--- src/verilog/status_defs.svh ---
`ifndef STATUS_DEFS_SVH
`define STATUS_DEFS_SVH

// opcode field width, room for all supported ops
`define EXEC_OP_W 5

// status byte bit positions
`define PSR_C 0 // carry
`define PSR_Z 1 // zero
`define PSR_I 2 // irq disable
`define PSR_D 3 // decimal, stored only
`define PSR_B 4 // break, driven from brk pin
`define PSR_U 5 // unused, also follows brk
`define PSR_V 6 // overflow
`define PSR_N 7 // negative

// handshake wait limit in cycles
`define EXEC_ACK_TIMEOUT 20
`define EXEC_CYC_PER_OP 8 // cycle budget per op for run timeout
`define EXEC_TIMEOUT_BASE 100

`endif

--- src/verilog/status_pkg.sv ---
`default_nettype none
`include "status_defs.svh"

package status_pkg;

    // operations accepted over the req/ack port
    typedef enum logic [`EXEC_OP_W-1:0] {
        OP_ADC = 5'd0,  // binary add with carry
        OP_SBC = 5'd1,  // binary subtract with borrow
        OP_CMP = 5'd2,  // compare, V untouched
        OP_AND = 5'd3,
        OP_ORA = 5'd4,
        OP_EOR = 5'd5,
        OP_LDA = 5'd6,  // N/Z from operand b
        OP_PLP = 5'd7,  // status from operand b
        OP_CLC = 5'd8,
        OP_SEC = 5'd9,
        OP_CLI = 5'd10,
        OP_SEI = 5'd11,
        OP_CLD = 5'd12,
        OP_SED = 5'd13,
        OP_CLV = 5'd14,
        OP_SEV = 5'd15  // set-overflow pin
    } exec_op_e;

    // alu function select
    typedef enum logic [2:0] {
        ALU_ADD    = 3'd0,
        ALU_AND    = 3'd1,
        ALU_OR     = 3'd2,
        ALU_EOR    = 3'd3,
        ALU_PASS_B = 3'd4
    } alu_fn_e;

    typedef logic [7:0] status_word_t; // NV-BDIZC byte

endpackage

`default_nettype wire
--- src/verilog/alu_core.sv ---
`timescale 1ns/1ps
`default_nettype none

module alu_core
    import status_pkg::*;
(
    input  alu_fn_e    alu_fn,       // function select
    input  logic [7:0] a,            // accumulator side
    input  logic [7:0] b,            // memory side
    input  logic       invert_b,     // subtract and compare
    input  logic       carry_in,
    output logic [7:0] sum,
    output logic       carry_out,
    output logic       overflow_out
);

    logic [7:0] b_eff; // b after optional inversion
    logic [8:0] add_full;

    assign b_eff    = invert_b ? ~b : b;
    assign add_full = {1'b0, a} + {1'b0, b_eff} + {8'd0, carry_in};

    always_comb begin
        sum          = 8'd0;
        carry_out    = 1'b0; // logic ops leave carry low
        overflow_out = 1'b0; // also gives the zero source for clv
        case (alu_fn)
            ALU_ADD: begin
                sum       = add_full[7:0];
                carry_out = add_full[8];
                // operands agree in sign, result does not
                overflow_out = (a[7] == b_eff[7]) && (add_full[7] != a[7]);
            end
            ALU_AND: begin
                sum = a & b;
            end
            ALU_OR: begin
                sum = a | b;
            end
            ALU_EOR: begin
                sum = a ^ b;
            end
            ALU_PASS_B: begin
                sum = b; // lda, plp, flag ops
            end
            default: begin
                sum = 8'd0;
            end
        endcase
    end

endmodule

`default_nettype wire

--- src/verilog/flag_decoder.sv ---
`timescale 1ns/1ps
`default_nettype none
`include "status_defs.svh"

module flag_decoder
    import status_pkg::*;
(
    input  logic     clk,        // only for the opcode check
    input  exec_op_e op,
    input  logic     exec,       // one-cycle execute pulse
    input  logic     c_flag,     // current carry from the register
    output alu_fn_e  alu_fn,
    output logic     invert_b,
    output logic     carry_in,
    output logic     db_from_b,  // data bus takes operand b over alu sum
    output logic     db0_c,
    output logic     db1_z,
    output logic     db2_i,
    output logic     db3_d,
    output logic     db6_v,
    output logic     db7_n,
    output logic     manual_set,
    output logic     manual_c,
    output logic     manual_i,
    output logic     manual_d,
    output logic     carry_c,
    output logic     dball_z,
    output logic     overflow_v,
    output logic     rcl_v
);

    always_comb begin
        alu_fn     = ALU_PASS_B;
        invert_b   = 1'b0;
        carry_in   = 1'b0;
        db_from_b  = 1'b0;
        {db0_c, db1_z, db2_i, db3_d, db6_v, db7_n} = 6'b0;
        {manual_set, manual_c, manual_i, manual_d} = 4'b0;
        {carry_c, dball_z, overflow_v, rcl_v}      = 4'b0;
        if (exec) begin // nothing reaches the register outside execute
            case (op)
                OP_ADC, OP_SBC: begin
                    alu_fn     = ALU_ADD;
                    invert_b   = (op == OP_SBC); // a + ~b + c
                    carry_in   = c_flag;
                    carry_c    = 1'b1;
                    overflow_v = 1'b1;
                    dball_z    = 1'b1;
                    db7_n      = 1'b1;
                end
                OP_CMP: begin
                    alu_fn   = ALU_ADD;
                    invert_b = 1'b1;
                    carry_in = 1'b1; // plain a - b
                    carry_c  = 1'b1;
                    dball_z  = 1'b1;
                    db7_n    = 1'b1;
                end
                OP_AND: begin
                    alu_fn  = ALU_AND;
                    dball_z = 1'b1;
                    db7_n   = 1'b1;
                end
                OP_ORA: begin
                    alu_fn  = ALU_OR;
                    dball_z = 1'b1;
                    db7_n   = 1'b1;
                end
                OP_EOR: begin
                    alu_fn  = ALU_EOR;
                    dball_z = 1'b1;
                    db7_n   = 1'b1;
                end
                OP_LDA: begin
                    dball_z = 1'b1;
                    db7_n   = 1'b1;
                end
                OP_PLP: begin
                    db_from_b = 1'b1;
                    {db0_c, db1_z, db2_i, db3_d, db6_v, db7_n} = 6'b111111;
                end
                OP_CLC:  manual_c = 1'b1;
                OP_SEC:  {manual_set, manual_c} = 2'b11;
                OP_CLI:  manual_i = 1'b1;
                OP_SEI:  {manual_set, manual_i} = 2'b11;
                OP_CLD:  manual_d = 1'b1;
                OP_SED:  {manual_set, manual_d} = 2'b11;
                OP_CLV:  overflow_v = 1'b1; // pass_b leaves alu overflow low
                OP_SEV:  rcl_v = 1'b1;
                default: alu_fn = ALU_PASS_B;
            endcase
        end
    end

    // only defined opcodes may reach execute
    a_op_defined: assert property (@(posedge clk)
        exec |-> (op <= OP_SEV));

endmodule

`default_nettype wire

--- src/verilog/op_sequencer.sv ---
`timescale 1ns/1ps
`default_nettype none

module op_sequencer
    import status_pkg::*;
(
    input  logic       clk,
    input  logic       nrst,
    input  logic       req,     // four-phase request
    input  exec_op_e   op,
    input  logic [7:0] opnd_a,
    input  logic [7:0] opnd_b,
    input  logic [7:0] sum,     // alu output
    output logic       ack,
    output logic       exec,    // one-cycle execute strobe
    output exec_op_e   op_q,
    output logic [7:0] a_q,
    output logic [7:0] b_q,
    output logic [7:0] result
);

    typedef enum logic [1:0] {
        S_IDLE = 2'd0,
        S_EXEC = 2'd1,
        S_HOLD = 2'd2
    } seq_state_e;

    seq_state_e state_q;
    logic       take;

    assign take = (state_q == S_IDLE) && req; // accept only after ack fell
    assign exec = (state_q == S_EXEC);

    always_ff @(posedge clk, negedge nrst) begin
        if (!nrst) begin
            state_q <= S_IDLE;
            ack     <= 1'b0;
            result  <= 8'd0;
        end else begin
            case (state_q)
                S_IDLE: if (req) state_q <= S_EXEC;
                S_EXEC: begin
                    result  <= sum; // psr updates on the same edge
                    state_q <= S_HOLD;
                end
                S_HOLD: begin
                    if (!ack) begin
                        ack <= 1'b1; // one cycle after the update
                    end else if (!req) begin
                        ack     <= 1'b0;
                        state_q <= S_IDLE;
                    end
                end
                default: state_q <= S_IDLE;
            endcase
        end
    end

    // operands held for the whole transfer
    always_ff @(posedge clk) begin
        if (take) begin
            op_q <= op;
            a_q  <= opnd_a;
            b_q  <= opnd_b;
        end
    end

    a_ack_no_exec: assert property (@(posedge clk) disable iff (!nrst) ack |-> !exec);

    // requester keeps req up until ack
    a_req_held: assert property (@(posedge clk) disable iff (!nrst)
        (state_q != S_IDLE && !ack) |-> req);

endmodule

`default_nettype wire

--- src/verilog/process_status_reg.sv ---
`timescale 1ns/1ps
`default_nettype none
`include "status_defs.svh"

module process_status_reg
    import status_pkg::*;
(
    input  logic         clk,
    input  logic         nrst,
    input  logic [7:0]   db_in,       // data bus
    input  logic         manual_set,  // value for the manual enables
    input  logic         carry,       // alu carry
    input  logic         overflow,    // alu overflow
    input  logic         db0_c,
    input  logic         db1_z,
    input  logic         db2_i,
    input  logic         db3_d,
    input  logic         db6_v,
    input  logic         db7_n,
    input  logic         manual_c,
    input  logic         manual_i,
    input  logic         manual_d,
    input  logic         carry_c,     // c from alu
    input  logic         dball_z,     // z from whole bus
    input  logic         overflow_v,  // v from alu
    input  logic         rcl_v,       // force v high
    input  logic         break_set,
    output status_word_t psr_output
);

    logic [7:0] stat_q, stat_nxt;

    always_ff @(posedge clk, negedge nrst) begin
        if (!nrst) begin
            stat_q <= 8'd0;
        end else begin
            stat_q <= stat_nxt;
        end
    end

    // later sources win, bus < manual < alu < rcl
    always_comb begin
        stat_nxt = stat_q; // hold by default
        if (db0_c) stat_nxt[`PSR_C] = db_in[`PSR_C];
        if (db1_z) stat_nxt[`PSR_Z] = db_in[`PSR_Z];
        if (db2_i) stat_nxt[`PSR_I] = db_in[`PSR_I];
        if (db3_d) stat_nxt[`PSR_D] = db_in[`PSR_D];
        if (db6_v) stat_nxt[`PSR_V] = db_in[`PSR_V];
        if (db7_n) stat_nxt[`PSR_N] = db_in[`PSR_N];
        if (manual_c) stat_nxt[`PSR_C] = manual_set;
        if (manual_i) stat_nxt[`PSR_I] = manual_set;
        if (manual_d) stat_nxt[`PSR_D] = manual_set;
        if (carry_c) stat_nxt[`PSR_C] = carry;
        if (dball_z) stat_nxt[`PSR_Z] = ~|db_in; // zero detect on bus
        if (overflow_v) stat_nxt[`PSR_V] = overflow;
        if (rcl_v) stat_nxt[`PSR_V] = 1'b1;
        stat_nxt[`PSR_B] = 1'b0; // b and u never stored
        stat_nxt[`PSR_U] = 1'b0;
    end

    always_comb begin
        psr_output         = stat_q;
        psr_output[`PSR_B] = break_set; // break pin straight through
        psr_output[`PSR_U] = break_set;
    end

    // decoder must not select two carry sources at once
    a_one_carry_src: assert property (@(posedge clk) disable iff (!nrst)
        !(carry_c && db0_c));

endmodule

`default_nettype wire

--- src/verilog/status_exec_top.sv ---
`timescale 1ns/1ps
`default_nettype none
`include "status_defs.svh"

module status_exec_top
    import status_pkg::*;
(
    input  logic         clk,
    input  logic         nrst,
    input  logic         req,
    input  exec_op_e     op,
    input  logic [7:0]   opnd_a,
    input  logic [7:0]   opnd_b,
    input  logic         brk,     // break pin onto psr bits 5:4
    output logic         ack,
    output logic [7:0]   result,
    output status_word_t psr
);

    exec_op_e   op_q;
    alu_fn_e    alu_fn;
    logic       exec;
    logic [7:0] a_q, b_q;
    logic [7:0] alu_sum;
    logic       alu_carry, alu_ovf;
    logic       invert_b, carry_in, db_from_b;
    logic       db0_c, db1_z, db2_i, db3_d, db6_v, db7_n;
    logic       manual_set, manual_c, manual_i, manual_d;
    logic       carry_c, dball_z, overflow_v, rcl_v;
    logic [7:0] db_bus;

    assign db_bus = db_from_b ? b_q : alu_sum; // plp reads the raw operand

    op_sequencer u_seq (
        .clk(clk), .nrst(nrst), .req(req), .op(op),
        .opnd_a(opnd_a), .opnd_b(opnd_b), .sum(alu_sum),
        .ack(ack), .exec(exec), .op_q(op_q),
        .a_q(a_q), .b_q(b_q), .result(result)
    );

    flag_decoder u_dec (
        .clk(clk), .op(op_q), .exec(exec), .c_flag(psr[`PSR_C]),
        .alu_fn(alu_fn), .invert_b(invert_b), .carry_in(carry_in), .db_from_b(db_from_b),
        .db0_c(db0_c), .db1_z(db1_z), .db2_i(db2_i), .db3_d(db3_d),
        .db6_v(db6_v), .db7_n(db7_n), .manual_set(manual_set),
        .manual_c(manual_c), .manual_i(manual_i), .manual_d(manual_d),
        .carry_c(carry_c), .dball_z(dball_z), .overflow_v(overflow_v), .rcl_v(rcl_v)
    );

    alu_core u_alu (
        .alu_fn(alu_fn), .a(a_q), .b(b_q), .invert_b(invert_b), .carry_in(carry_in),
        .sum(alu_sum), .carry_out(alu_carry), .overflow_out(alu_ovf)
    );

    process_status_reg u_psr (
        .clk(clk), .nrst(nrst), .db_in(db_bus), .manual_set(manual_set),
        .carry(alu_carry), .overflow(alu_ovf),
        .db0_c(db0_c), .db1_z(db1_z), .db2_i(db2_i), .db3_d(db3_d),
        .db6_v(db6_v), .db7_n(db7_n),
        .manual_c(manual_c), .manual_i(manual_i), .manual_d(manual_d),
        .carry_c(carry_c), .dball_z(dball_z), .overflow_v(overflow_v), .rcl_v(rcl_v),
        .break_set(brk), .psr_output(psr)
    );

endmodule

`default_nettype wire

--- config.mk ---
export PLATFORM = sky130hd
export DESIGN_NAME = status_exec_top
export DESIGN_NICKNAME = d
export VERILOG_FILES = /design/src/verilog/status_pkg.sv /design/src/verilog/alu_core.sv /design/src/verilog/flag_decoder.sv /design/src/verilog/op_sequencer.sv /design/src/verilog/process_status_reg.sv /design/src/verilog/status_exec_top.sv
export VERILOG_INCLUDE_DIRS = /design/src /design/src/verilog
export SDC_FILE = /design/constraint.sdc
export NUM_CORES = 1
export LEC_CHECK = 0
export BUFFER_PORTS_ARGS = -buffer_cell sky130_fd_sc_hd__buf_2
export CORE_UTILIZATION = 30
export CTS_BUF_LIST = sky130_fd_sc_hd__clkbuf_4 sky130_fd_sc_hd__clkbuf_8 sky130_fd_sc_hd__clkbuf_16
export CTS_CLUSTER_SIZE = 8
export DETAILED_ROUTE_END_ITERATION = 16
export GPL_ROUTABILITY_DRIVEN = 0
export GPL_TIMING_DRIVEN = 0
export SETUP_SLACK_MARGIN = 0.4
export SYNTH_ARGS = -nofsm -noshare
export SYNTH_HDL_FRONTEND = slang
export SYNTH_HIERARCHICAL = 1
export SYNTH_SLANG_ARGS = --single-unit
--- constraint.sdc ---
create_clock -name clk -period 5.8 [get_ports clk]
set_input_delay 0.58 -clock clk [delete_from_list [all_inputs] [get_ports clk]]
set_output_delay 0.58 -clock clk [all_outputs]
set_load 0.01 [all_outputs]
==> out/qor.csv, run 1 <==
stage,metric,value,unit
cts,clock sinks,38,
logic_synthesis,cell taking the most area after synthesis,edfxtp_1,
logic_synthesis,Post-Syn Nets,320,
die,die height,99.2,um
cts,Worst-path clk slew,0.09,ns
setup_path,CP Launch Type,flop,
logic_synthesis,Ys Warns,6,
timing,FMAX,209,MHz
pwr,clock share of power,0.230,
setup_path,Reg2Reg Depth,19,
logic_synthesis,Syn Inst Count,270,
final_layout,post-route cell area,3350,um2
outcome,status,"finished, final reports clean",
logic_synthesis,Syn Area/Cell,10.5,um2
cts,deepest clock path buffer count,2,
min_path,worst hold-check path type,input port to async pin,
pwr,switching power,0.426,mW
cts,Skew-Pair Late Insertion Delay,0.30,ns
drt,Routed WL,6.12,mm
final_layout,layout cells sized above 1,0.297,
pwr,Pwr Total,1.25,mW
timing,final setup vio count,0,
cts,clk root buf,clkbuf_8,
die,die area,9850,um2
logic_synthesis,post-synthesis sequential area ratio,0.372,
global_routing,largest net degree at the start of global routing,18,
final_layout,Final Net Count,369,
pwr,Worst IR Drop VDD,0.150,mV
logic_synthesis,Synth Cell Area,2840,um2
setup_path,Worst setup EP type,flop,
global_routing,vias in the first global route,2066,
global_routing,GRT Overall Usage,0.133,
cts,Post CTS Setup Buffer Count,0,
logic_synthesis,Post-synth EDFFs,21,
pwr,sw frac,0.341,
logic_synthesis,Synth area leaders,"edfxtp_1 (22%), dfrtp_1 (15%), ha_1 (10%), mux2_4 (8.5%), o21ai_0 (3.7%)",
logic_synthesis,Post-synth top cells,"ha_1 (23), inv_1 (23), edfxtp_1 (21), o21ai_0 (21), dfrtp_1 (17)",
placed_design,Port Buffers,40,
drt,antenna-violating nets left,0,
setup_path,R2R Path End,u_psr/stat_q[6],
global_routing,antenna violations before repair,0,
setup_path,CP required,6.00,ns
drt,Routed wire per std cell,14.2,um
final_layout,Synth-to-Final Area Change,18.0,%
timing,minimum clock period,4.79,ns
logic_synthesis,top cell type's share of synthesized area,0.222,
die,I/O Pins,42,
pwr,Pleak,1.50,nW
setup_path,Worst Path Arrival,4.98,ns
timing,setup_tns,0,ns
placed_design,Area after DPL,3200,um2
global_routing,gr ovfl total,0,
drt,Vias,2089,
logic_synthesis,"FF+latch count, synth",38,
die,Cell Rows,35,
cts,htree depth,2,
setup_path,worst-path fanout max,11,
pwr,power share of the sequential group,0.355,
timing,Final Hold Fails,0,
job,max cap viols,0,
timing,fin crit share,0.825,
timing,Max-slew headroom,0.559,
final_layout,# fillers,927,
pwr,PwrDens,373,nW/um2
drt,vias per cell,4.85,
pwr,internal power,0.822,mW
pwr,combinational share of power,0.415,
timing,fin. max-slew vios,0,
cts,CTS Hold Bufs,0,
cts,number of CTS-inserted buffers,5,
drt,DRT Pass-1 Iters,4,
logic_synthesis,ys flop type,edfxtp_1,
timing,Worst-Margin Slew,0.662,ns
timing,RSZ-0062 raised after global routing,no,
timing,final clock skew,0.0122,ns
die,core region area,9200,um2
cts,# resized after CTS,0,
cts,CTS tree,yes,
logic_synthesis,fraction of registers with async set/reset,0.447,
drt,DRT iter0 DRCs,97,
drt,Residual DRC,0,
die,width of the die,99.2,um
setup_path,critical path type,flop to flop,
global_routing,first-pass GRT wire length,10.1,mm
setup_path,worst r2r src,u_seq/state_q[1],
logic_synthesis,number of unique standard cell types used by synthesis,54,
setup_path,FF-to-FF setup slack,1.02,ns
final_layout,# diodes,0,
placed_design,DP HPWL,4.74,mm
die,Initial Util,0.308,
## power by group through the flow
stage | sequential (mW) | clock, mW | combinational (mW)
global route | 0.458 | 0.307 | 0.573
CTS | 0.446 | 0.294 | 0.520
finish | 0.444 | 0.287 | 0.518
floorplan | 0.457 | 0 | 0.350
detailed placement | 0.452 | 0 | 0.517
global placement | 0.453 | 0 | 0.494
## critical path: stages, from the launching register on
cell,delay [ns]
dfrtp_1,0.42
nor2b_2,0.13
buf_6,0.19
or3b_1,0.38
buf_6,0.16
nor3_2,0.13
clkbuf_1,0.52
xnor2_1,0.21
fa_1,0.24
inv_1,0.06
fa_1,0.43
a211oi_1,0.31
o21ai_0,0.20
a21o_1,0.19
a31oi_1,0.17
o21ai_0,0.14
mux2_4,0.31
mux2_1,0.29
mux2i_1,0.13
nand2b_1,0.07
## routing by layer
layer	wire length, um	track usage
met3	192	0.0274
met2	2820	0.218
met5	0	0
met1	2950	0.171
met4	159	0.0520
## metrics by stage
step           utilization  hold WS [ns]  worst slack [ns]  std cells
4_1_cts              0.364         0.220             0.951        431
2_1_floorplan            -         0.284              1.64        270
3_5_place_dp         0.348         0.482             0.977        423
6_report             0.364         0.203              1.02        431
3_3_place_gp         0.345         0.454              1.10        421
5_1_grt              0.364         0.227             0.653        431
## state kept, by name (all words and copies together), names as in the netlist
register	cells
u_seq/a_q	8
u_seq/state_q	2
u_seq/b_q	8
u_psr/stat_q	6
u_seq/ack	1
u_seq/result	8
u_seq/op_q	5
## worst max path at each step
stage / start / to / cells after the start
2_1_floorplan: u_seq/state_q[1] / u_psr/stat_q[6] / 19
3_3_place_gp: u_seq/state_q[1] / u_psr/stat_q[6] / 19
3_5_place_dp: u_seq/state_q[1] / u_psr/stat_q[6] / 19
4_1_cts: u_seq/state_q[0] / u_psr/stat_q[6] / 19
5_1_grt: u_seq/state_q[0] / u_psr/stat_q[6] / 19
6_report: u_seq/state_q[1] / u_psr/stat_q[6] / 19
## layout make-up
cell class                 count  area, um2  share of cell area
buffer                        18        123              0.0366
clock buffer                   6       82.6              0.0247
clock inverter                 2       60.1              0.0180
inverter                      24       95.1              0.0284
multi-input combinational    190       1570               0.469
sequential                    38       1060               0.316
tap                          111        139              0.0415
timing repair buffer          42        223              0.0666
## cells by family (layout without fill, tap and decap cells)
group / count (synthesis) / in the layout / share of synthesized area
buffers and inverters: 42 / 92 / 0.0768
flip-flops: 38 / 38 / 0.372
AO/OA/AOI/OAI: 49 / 49 / 0.109
AND/OR/NAND/NOR: 74 / 74 / 0.150
XOR/XNOR: 12 / 12 / 0.0371
multiplexers: 30 / 30 / 0.140
adder cells (fa/ha/maj): 25 / 25 / 0.116
## cells in the final DEF, fill, tap and decap left out, types with 8 or more instances in the layout
master     n
buf_2     45
inv_1     23
ha_1      23
o21ai_0   21
edfxtp_1  21
dfrtp_1   17
mux2_4    16
nand2_1   16
nor2_1    14
nand3_1    9
mux2i_1    9
xor2_1     8
No activity file was read; power rests on OpenSTA's default activity.
==> run 2, diff against run 1 <==
==> constraint.sdc (replaced) <==
create_clock -name clk -period 4.4 [get_ports clk]
set_input_delay 0.44 -clock clk [delete_from_list [all_inputs] [get_ports clk]]
set_output_delay 0.44 -clock clk [all_outputs]
set_load 0.01 [all_outputs]
==> run 2 against run 1 <==
Power grew 36%. Largest power group unchanged. Setup slack lost 0.51 ns. Maximum frequency grew 23%. Non-clock buffer count grew 13. Design area grew 5.1%. Highest routed layer unchanged. Die area is the same. Register-to-register slack lost 0.51 ns. Sequential cell count is the same. Global-route usage shrank 0.25 points. Critical path type unchanged. Utilization grew 1.9 points.
==> out/qor.csv, run 2 (synthesized netlist as in run 1, its figures left out) <==
stage,metric,value,unit
outcome,status,"finished, final reports clean",
min_path,worst hold-check path type,input port to async pin,
timing,fin. max-slew vios,0,
cts,Skew-Pair Late Insertion Delay,0.30,ns
drt,antenna-violating nets left,0,
die,die height,99.2,um
final_layout,"most common cell after layout, fill and taps aside",buf_2,
cts,CTS tree,yes,
drt,vias per cell,4.82,
final_layout,Synth-to-Final Area Change,24.0,%
final_layout,Layout Cells excl Fill,444,
cts,deepest clock path buffer count,2,
placed_design,DP HPWL,4.67,mm
setup_path,Worst setup EP type,flop,
timing,RSZ-0062 raised after global routing,yes,
final_layout,# diodes,0,
final_layout,Final Net Count,382,
cts,htree depth,2,
die,width of the die,99.2,um
cts,Worst-path clk slew,0.09,ns
final_layout,layout cells sized above 1,0.360,
cts,CTS Hold Bufs,0,
global_routing,largest net degree at the start of global routing,18,
placed_design,Port Buffers,40,
die,Cell Rows,35,
global_routing,first-pass GRT wire length,10.0,mm
global_routing,gr ovfl total,0,
cts,number of CTS-inserted buffers,5,
global_routing,GRT Overall Usage,0.130,
drt,DRT iter0 DRCs,79,
setup_path,worst-path fanout max,3,
global_routing,antenna violations before repair,0,
placed_design,Area after DPL,3210,um2
pwr,PwrDens,483,nW/um2
cts,clock sinks,38,
final_layout,"commonest non-fill, non-tap cells in the layout","buf_2 (45), inv_1 (22), ha_1 (22)",
timing,final clock skew,0.0114,ns
final_layout,post-route cell area,3520,um2
drt,Routed WL,6.31,mm
timing,Final Hold Fails,0,
setup_path,critical path type,flop to flop,
placed_design,Place WS,-0.0595,ns
die,core region area,9200,um2
die,die area,9850,um2
placed_design,Post-Place Cells,423,
timing,FMAX,257,MHz
cts,clk root buf,clkbuf_8,
timing,final setup vio count,0,
job,max cap viols,0,
drt,Vias,2142,
drt,Residual DRC,0,
setup_path,CP required,4.59,ns
setup_path,Worst Path Arrival,4.08,ns
timing,final worst slack,0.509,ns
timing,fin crit share,0.884,
final_layout,top flop regs,"u_seq/a_q x8, u_seq/b_q x8, u_seq/result x8",
die,I/O Pins,42,
pwr,Worst IR Drop VDD,0.201,mV
timing,Worst-Margin Slew,0.626,ns
pwr,Pwr Total,1.70,mW
drt,Routed wire per std cell,14.2,um
timing,setup_tns,0,ns
setup_path,CP Launch Type,flop,
drt,DRT Pass-1 Iters,5,
timing,Max-slew headroom,0.581,
timing,minimum clock period,3.89,ns
pwr,Pleak,1.58,nW
die,Initial Util,0.308,
global_routing,vias in the first global route,2046,
run 2: changes by cell type in the layout (fill, tap and decap cells not counted), moves of 2 or more:
cell	change
o21ai_0	-4
fa_2	+2
fa_1	-2
a211oi_1	-2
o21ai_1	+3
buf_4	+13
run 2: worst paths after layout:
kind / start / endpoint / slack, ns / cells after the start
max: u_seq/state_q[1] / u_psr/stat_q[6] / 0.51 / 19
min: nrst / u_psr/stat_q[6] / 0.05 / 1
max reg2reg: u_seq/state_q[1] / u_psr/stat_q[6] / 0.51 / 19
min reg2reg: u_seq/result[7] / u_seq/result[7] / 0.51 / 1
max in group asynchronous: nrst / u_seq/result[0] / 4.05 / 1
min in group clk: op[3] / u_seq/op_q[3] / 0.31 / 1
run 2: through the flow:
step	hold slack (ns)	util
after floorplan	0.144	-
after global placement	0.405	0.346
after detailed placement	0.393	0.349
after CTS	0.0643	0.372
after global routing	0.0716	0.382
final	0.0537	0.382
run 2: final cells by class:
cell class	count	area (um2)
Clock inverter	2	38.8
Sequential cell	38	1060
Inverter	24	95.1
Clock buffer	6	93.8
Tap cell	111	139
Multi-Input combinational cell	190	1640
Buffer	18	133
Timing Repair Buffer	55	320
Fill cell	915	5680
run 2: timing repair:
item                                    CTS  global route
pin swaps                                 6            10
gates resized for setup                   9            11
buffers inserted                          8             5
endpoints found under the setup margin    3             4
run 2: critical path, stage by stage (launching register included):
cell	delay, ns
dfrtp_1	0.41
nor2b_4	0.12
buf_6	0.09
or3b_1	0.35
buf_6	0.13
nor3_4	0.15
clkbuf_8	0.17
xnor2_2	0.11
fa_2	0.24
inv_2	0.04
fa_2	0.37
a211oi_4	0.27
o21ai_2	0.11
a21o_1	0.18
a31oi_1	0.18
o21ai_1	0.09
mux2_4	0.30
mux2_4	0.25
mux2i_1	0.14
nand2b_1	0.08
run 2: power by group:
group	internal [mW]	switching (mW)	leakage, nW
sequential	0.496	0.0878	0.408
clock	0.205	0.137	0.0665
combinational	0.400	0.373	1.10
run 2: metal layers:
metal | part of all wire | vias up | track usage
met1 | 0.45 | 998 | 0.172
met2 | 0.47 | 64 | 0.212
li1 | - | 1069 | -
met3 | 0.051 | 11 | 0.0253
met4 | 0.026 | 0 | 0.0475
met5 | 0 | - | 0
==> run 3, diff against run 2 <==
--- a/config.mk
+++ b/config.mk
@@ -7,7 +7,7 @@
 export NUM_CORES = 1
 export LEC_CHECK = 0
 export BUFFER_PORTS_ARGS = -buffer_cell sky130_fd_sc_hd__buf_2
-export CORE_UTILIZATION = 30
+export CORE_UTILIZATION = 35
 export CTS_BUF_LIST = sky130_fd_sc_hd__clkbuf_4 sky130_fd_sc_hd__clkbuf_8 sky130_fd_sc_hd__clkbuf_16
 export CTS_CLUSTER_SIZE = 8
 export DETAILED_ROUTE_END_ITERATION = 16
==> run 3 against run 2 <==
Setup slack lost 0.081 ns. Clock power shrank 25%. Sequential share of layout area grew 0.096 points. Die area shrank 14%. Critical endpoint is now u_psr/stat_q[1]. Design area shrank 0.32%. Count of clock-buffer cells in the layout is the same. Highest routed layer unchanged. Combinational power grew 2%.
==> out/qor.csv, run 3 (synthesized netlist as in run 1, its figures left out) <==
stage,metric,value,unit
outcome,status,"finished, final reports clean",
global_routing,gr ovfl total,0,
setup_path,critical path cell sequence,nor2b_2 -> buf_6 -> or3b_4 -> buf_6 -> buf_4 -> a211oi_2 -> inv_1 -> fa_2 -> buf_4 -> nor2b_1 -> o31a_1 -> o21ai_2 -> and4bb_2 -> or3_1 -> mux2_4 -> nor4_4 -> nand3_1 -> o21ai_1,
timing,fin crit share,0.903,
pwr,PwrDens,463,nW/um2
setup_path,Worst Path Arrival,4.19,ns
timing,Worst-Margin Slew,0.862,ns
setup_path,CP max stage cell,fa_2,
pwr,Pleak,1.57,nW
cts,number of CTS-inserted buffers,5,
final_layout,# diodes,0,
global_routing,first-pass GRT wire length,10.5,mm
global_routing,GRT Overall Usage,0.161,
cts,Skew-Pair Late Insertion Delay,0.29,ns
placed_design,DP HPWL,4.62,mm
cts,deepest clock path buffer count,2,
timing,fin. max-slew vios,0,
drt,antenna-violating nets left,0,
cts,htree depth,2,
final_layout,Final Net Count,384,
final_layout,"most common cell after layout, fill and taps aside",buf_2,
setup_path,Crit path max-delay family,simple AND/OR/NAND/NOR gates,
drt,Routed WL,6.37,mm
job,max cap viols,0,
pwr,sw frac,0.366,
pwr,Worst IR Drop VDD,0.152,mV
timing,Hold Worst Slack,0.0570,ns
global_routing,antenna violations before repair,0,
final_layout,layout cells sized above 1,0.370,
die,Initial Util,0.365,
die,core region area,7770,um2
cts,clk root buf,clkbuf_8,
final_layout,"commonest non-fill, non-tap cells in the layout","buf_2 (45), ha_1 (23), inv_1 (22)",
setup_path,CP Launch Type,flop,
pwr,switching power,0.594,mW
timing,Max-slew headroom,0.423,
drt,DRT Pass-1 Iters,4,
die,Cell Rows,32,
timing,FMAX,252,MHz
setup_path,worst-path fanout max,5,
pwr,clock share of power,0.158,
drt,vias per cell,5.01,
die,width of the die,92.0,um
setup_path,critical path type,flop to flop,
pwr,combinational share of power,0.484,
timing,setup_tns,0,ns
setup_path,CP required,4.62,ns
timing,final setup vio count,0,
final_layout,top flop regs,"u_seq/a_q x8, u_seq/b_q x8, u_seq/result x8",
global_routing,vias in the first global route,2141,
die,I/O Pins,42,
global_routing,largest net degree at the start of global routing,18,
drt,Routed wire per std cell,14.6,um
pwr,internal power,1.03,mW
timing,final clock skew,0.00874,ns
setup_path,crit path buf inv count,5,
setup_path,Worst setup EP type,flop,
timing,RSZ-0062 raised after global routing,yes,
drt,Residual DRC,0,
timing,Final Hold Fails,0,
drt,DRT iter0 DRCs,57,
final_layout,Synth-to-Final Area Change,23.6,%
setup_path,FF-to-FF setup slack,0.43,ns
setup_path,CP max stage delay,0.40,ns
cts,clock sinks,38,
placed_design,Port Buffers,40,
cts,CTS tree,yes,
timing,minimum clock period,3.97,ns
pwr,power share of the sequential group,0.358,
drt,Vias,2191,
die,die height,92.0,um
cts,Worst-path clk slew,0.08,ns
die,die area,8470,um2
min_path,worst hold-check path type,input port to async pin,
==> run 3: cell types whose count changed in the layout (fill, tap and decap cells not counted), sizes merged <==
cell,change
buf,+3
clkinvlp,+1
clkbuf,-1
bufinv,-1
==> run 3: area by class of cell <==
cell class / instances / area [um2]
fillers: 765 / 4260
multi-input cells: 190 / 1660
flip-flops and latches: 38 / 1060
repair buffers: 57 / 339
plain buffers: 18 / 134
well taps: 102 / 128
inverters: 24 / 95.1
clock buffers: 6 / 82.6
clock inverters: 2 / 12.5
==> run 3: what timing repair did <==
item | CTS | global route
hold endpoints to repair | 0 | 0
hold buffers | 0 | 0
setup endpoints to repair | 3 | 4
setup buffers | 10 | 6
pin swaps | 9 | 6
gates resized for setup | 13 | 15
==> run 3: path summary, 6_finish.rpt <==
check | from | to | cells after the start
worst min-delay path | nrst | u_psr/stat_q[0] | 1
max in group asynchronous | nrst | u_seq/result[5] | 1
worst max register to register | u_seq/state_q[1] | u_psr/stat_q[1] | 18
worst max-delay path | u_seq/state_q[1] | u_psr/stat_q[1] | 18
worst min register to register | u_seq/result[7] | u_seq/result[7] | 1
min in group clk | op[2] | u_seq/op_q[2] | 1
==> run 3: layer usage <==
metal | track usage | part of all wire
met2 | 0.271 | 0.49
met5 | 0 | 0
met4 | 0.0508 | 0.012
met1 | 0.209 | 0.47
met3 | 0.0290 | 0.030
==> run 3: power groups by stage <==
stage	combinational, mW	clock [mW]	sequential, mW
5_1_grt	0.875	0.280	0.598
3_3_place_gp	0.652	0	0.590
4_1_cts	0.728	0.266	0.585
2_1_floorplan	0.461	0	0.603
6_report	0.787	0.257	0.581
3_5_place_dp	0.672	0	0.595
==> run 3: per-stage QoR <==
step | area (um2) | instances | setup slack [ns] | power (mW) | utilization
final | 3510 | 437 | 0.427 | 1.62 | 0.451
after global routing | 3510 | 437 | 0.244 | 1.75 | 0.451
after CTS | 3410 | 431 | 0.418 | 1.58 | 0.439
after detailed placement | 3180 | 413 | -0.0695 | 1.27 | 0.410
after global placement | 3170 | 412 | 0.00943 | 1.24 | 0.408
after floorplan | 2840 | 270 | 0.436 | 1.06 | -
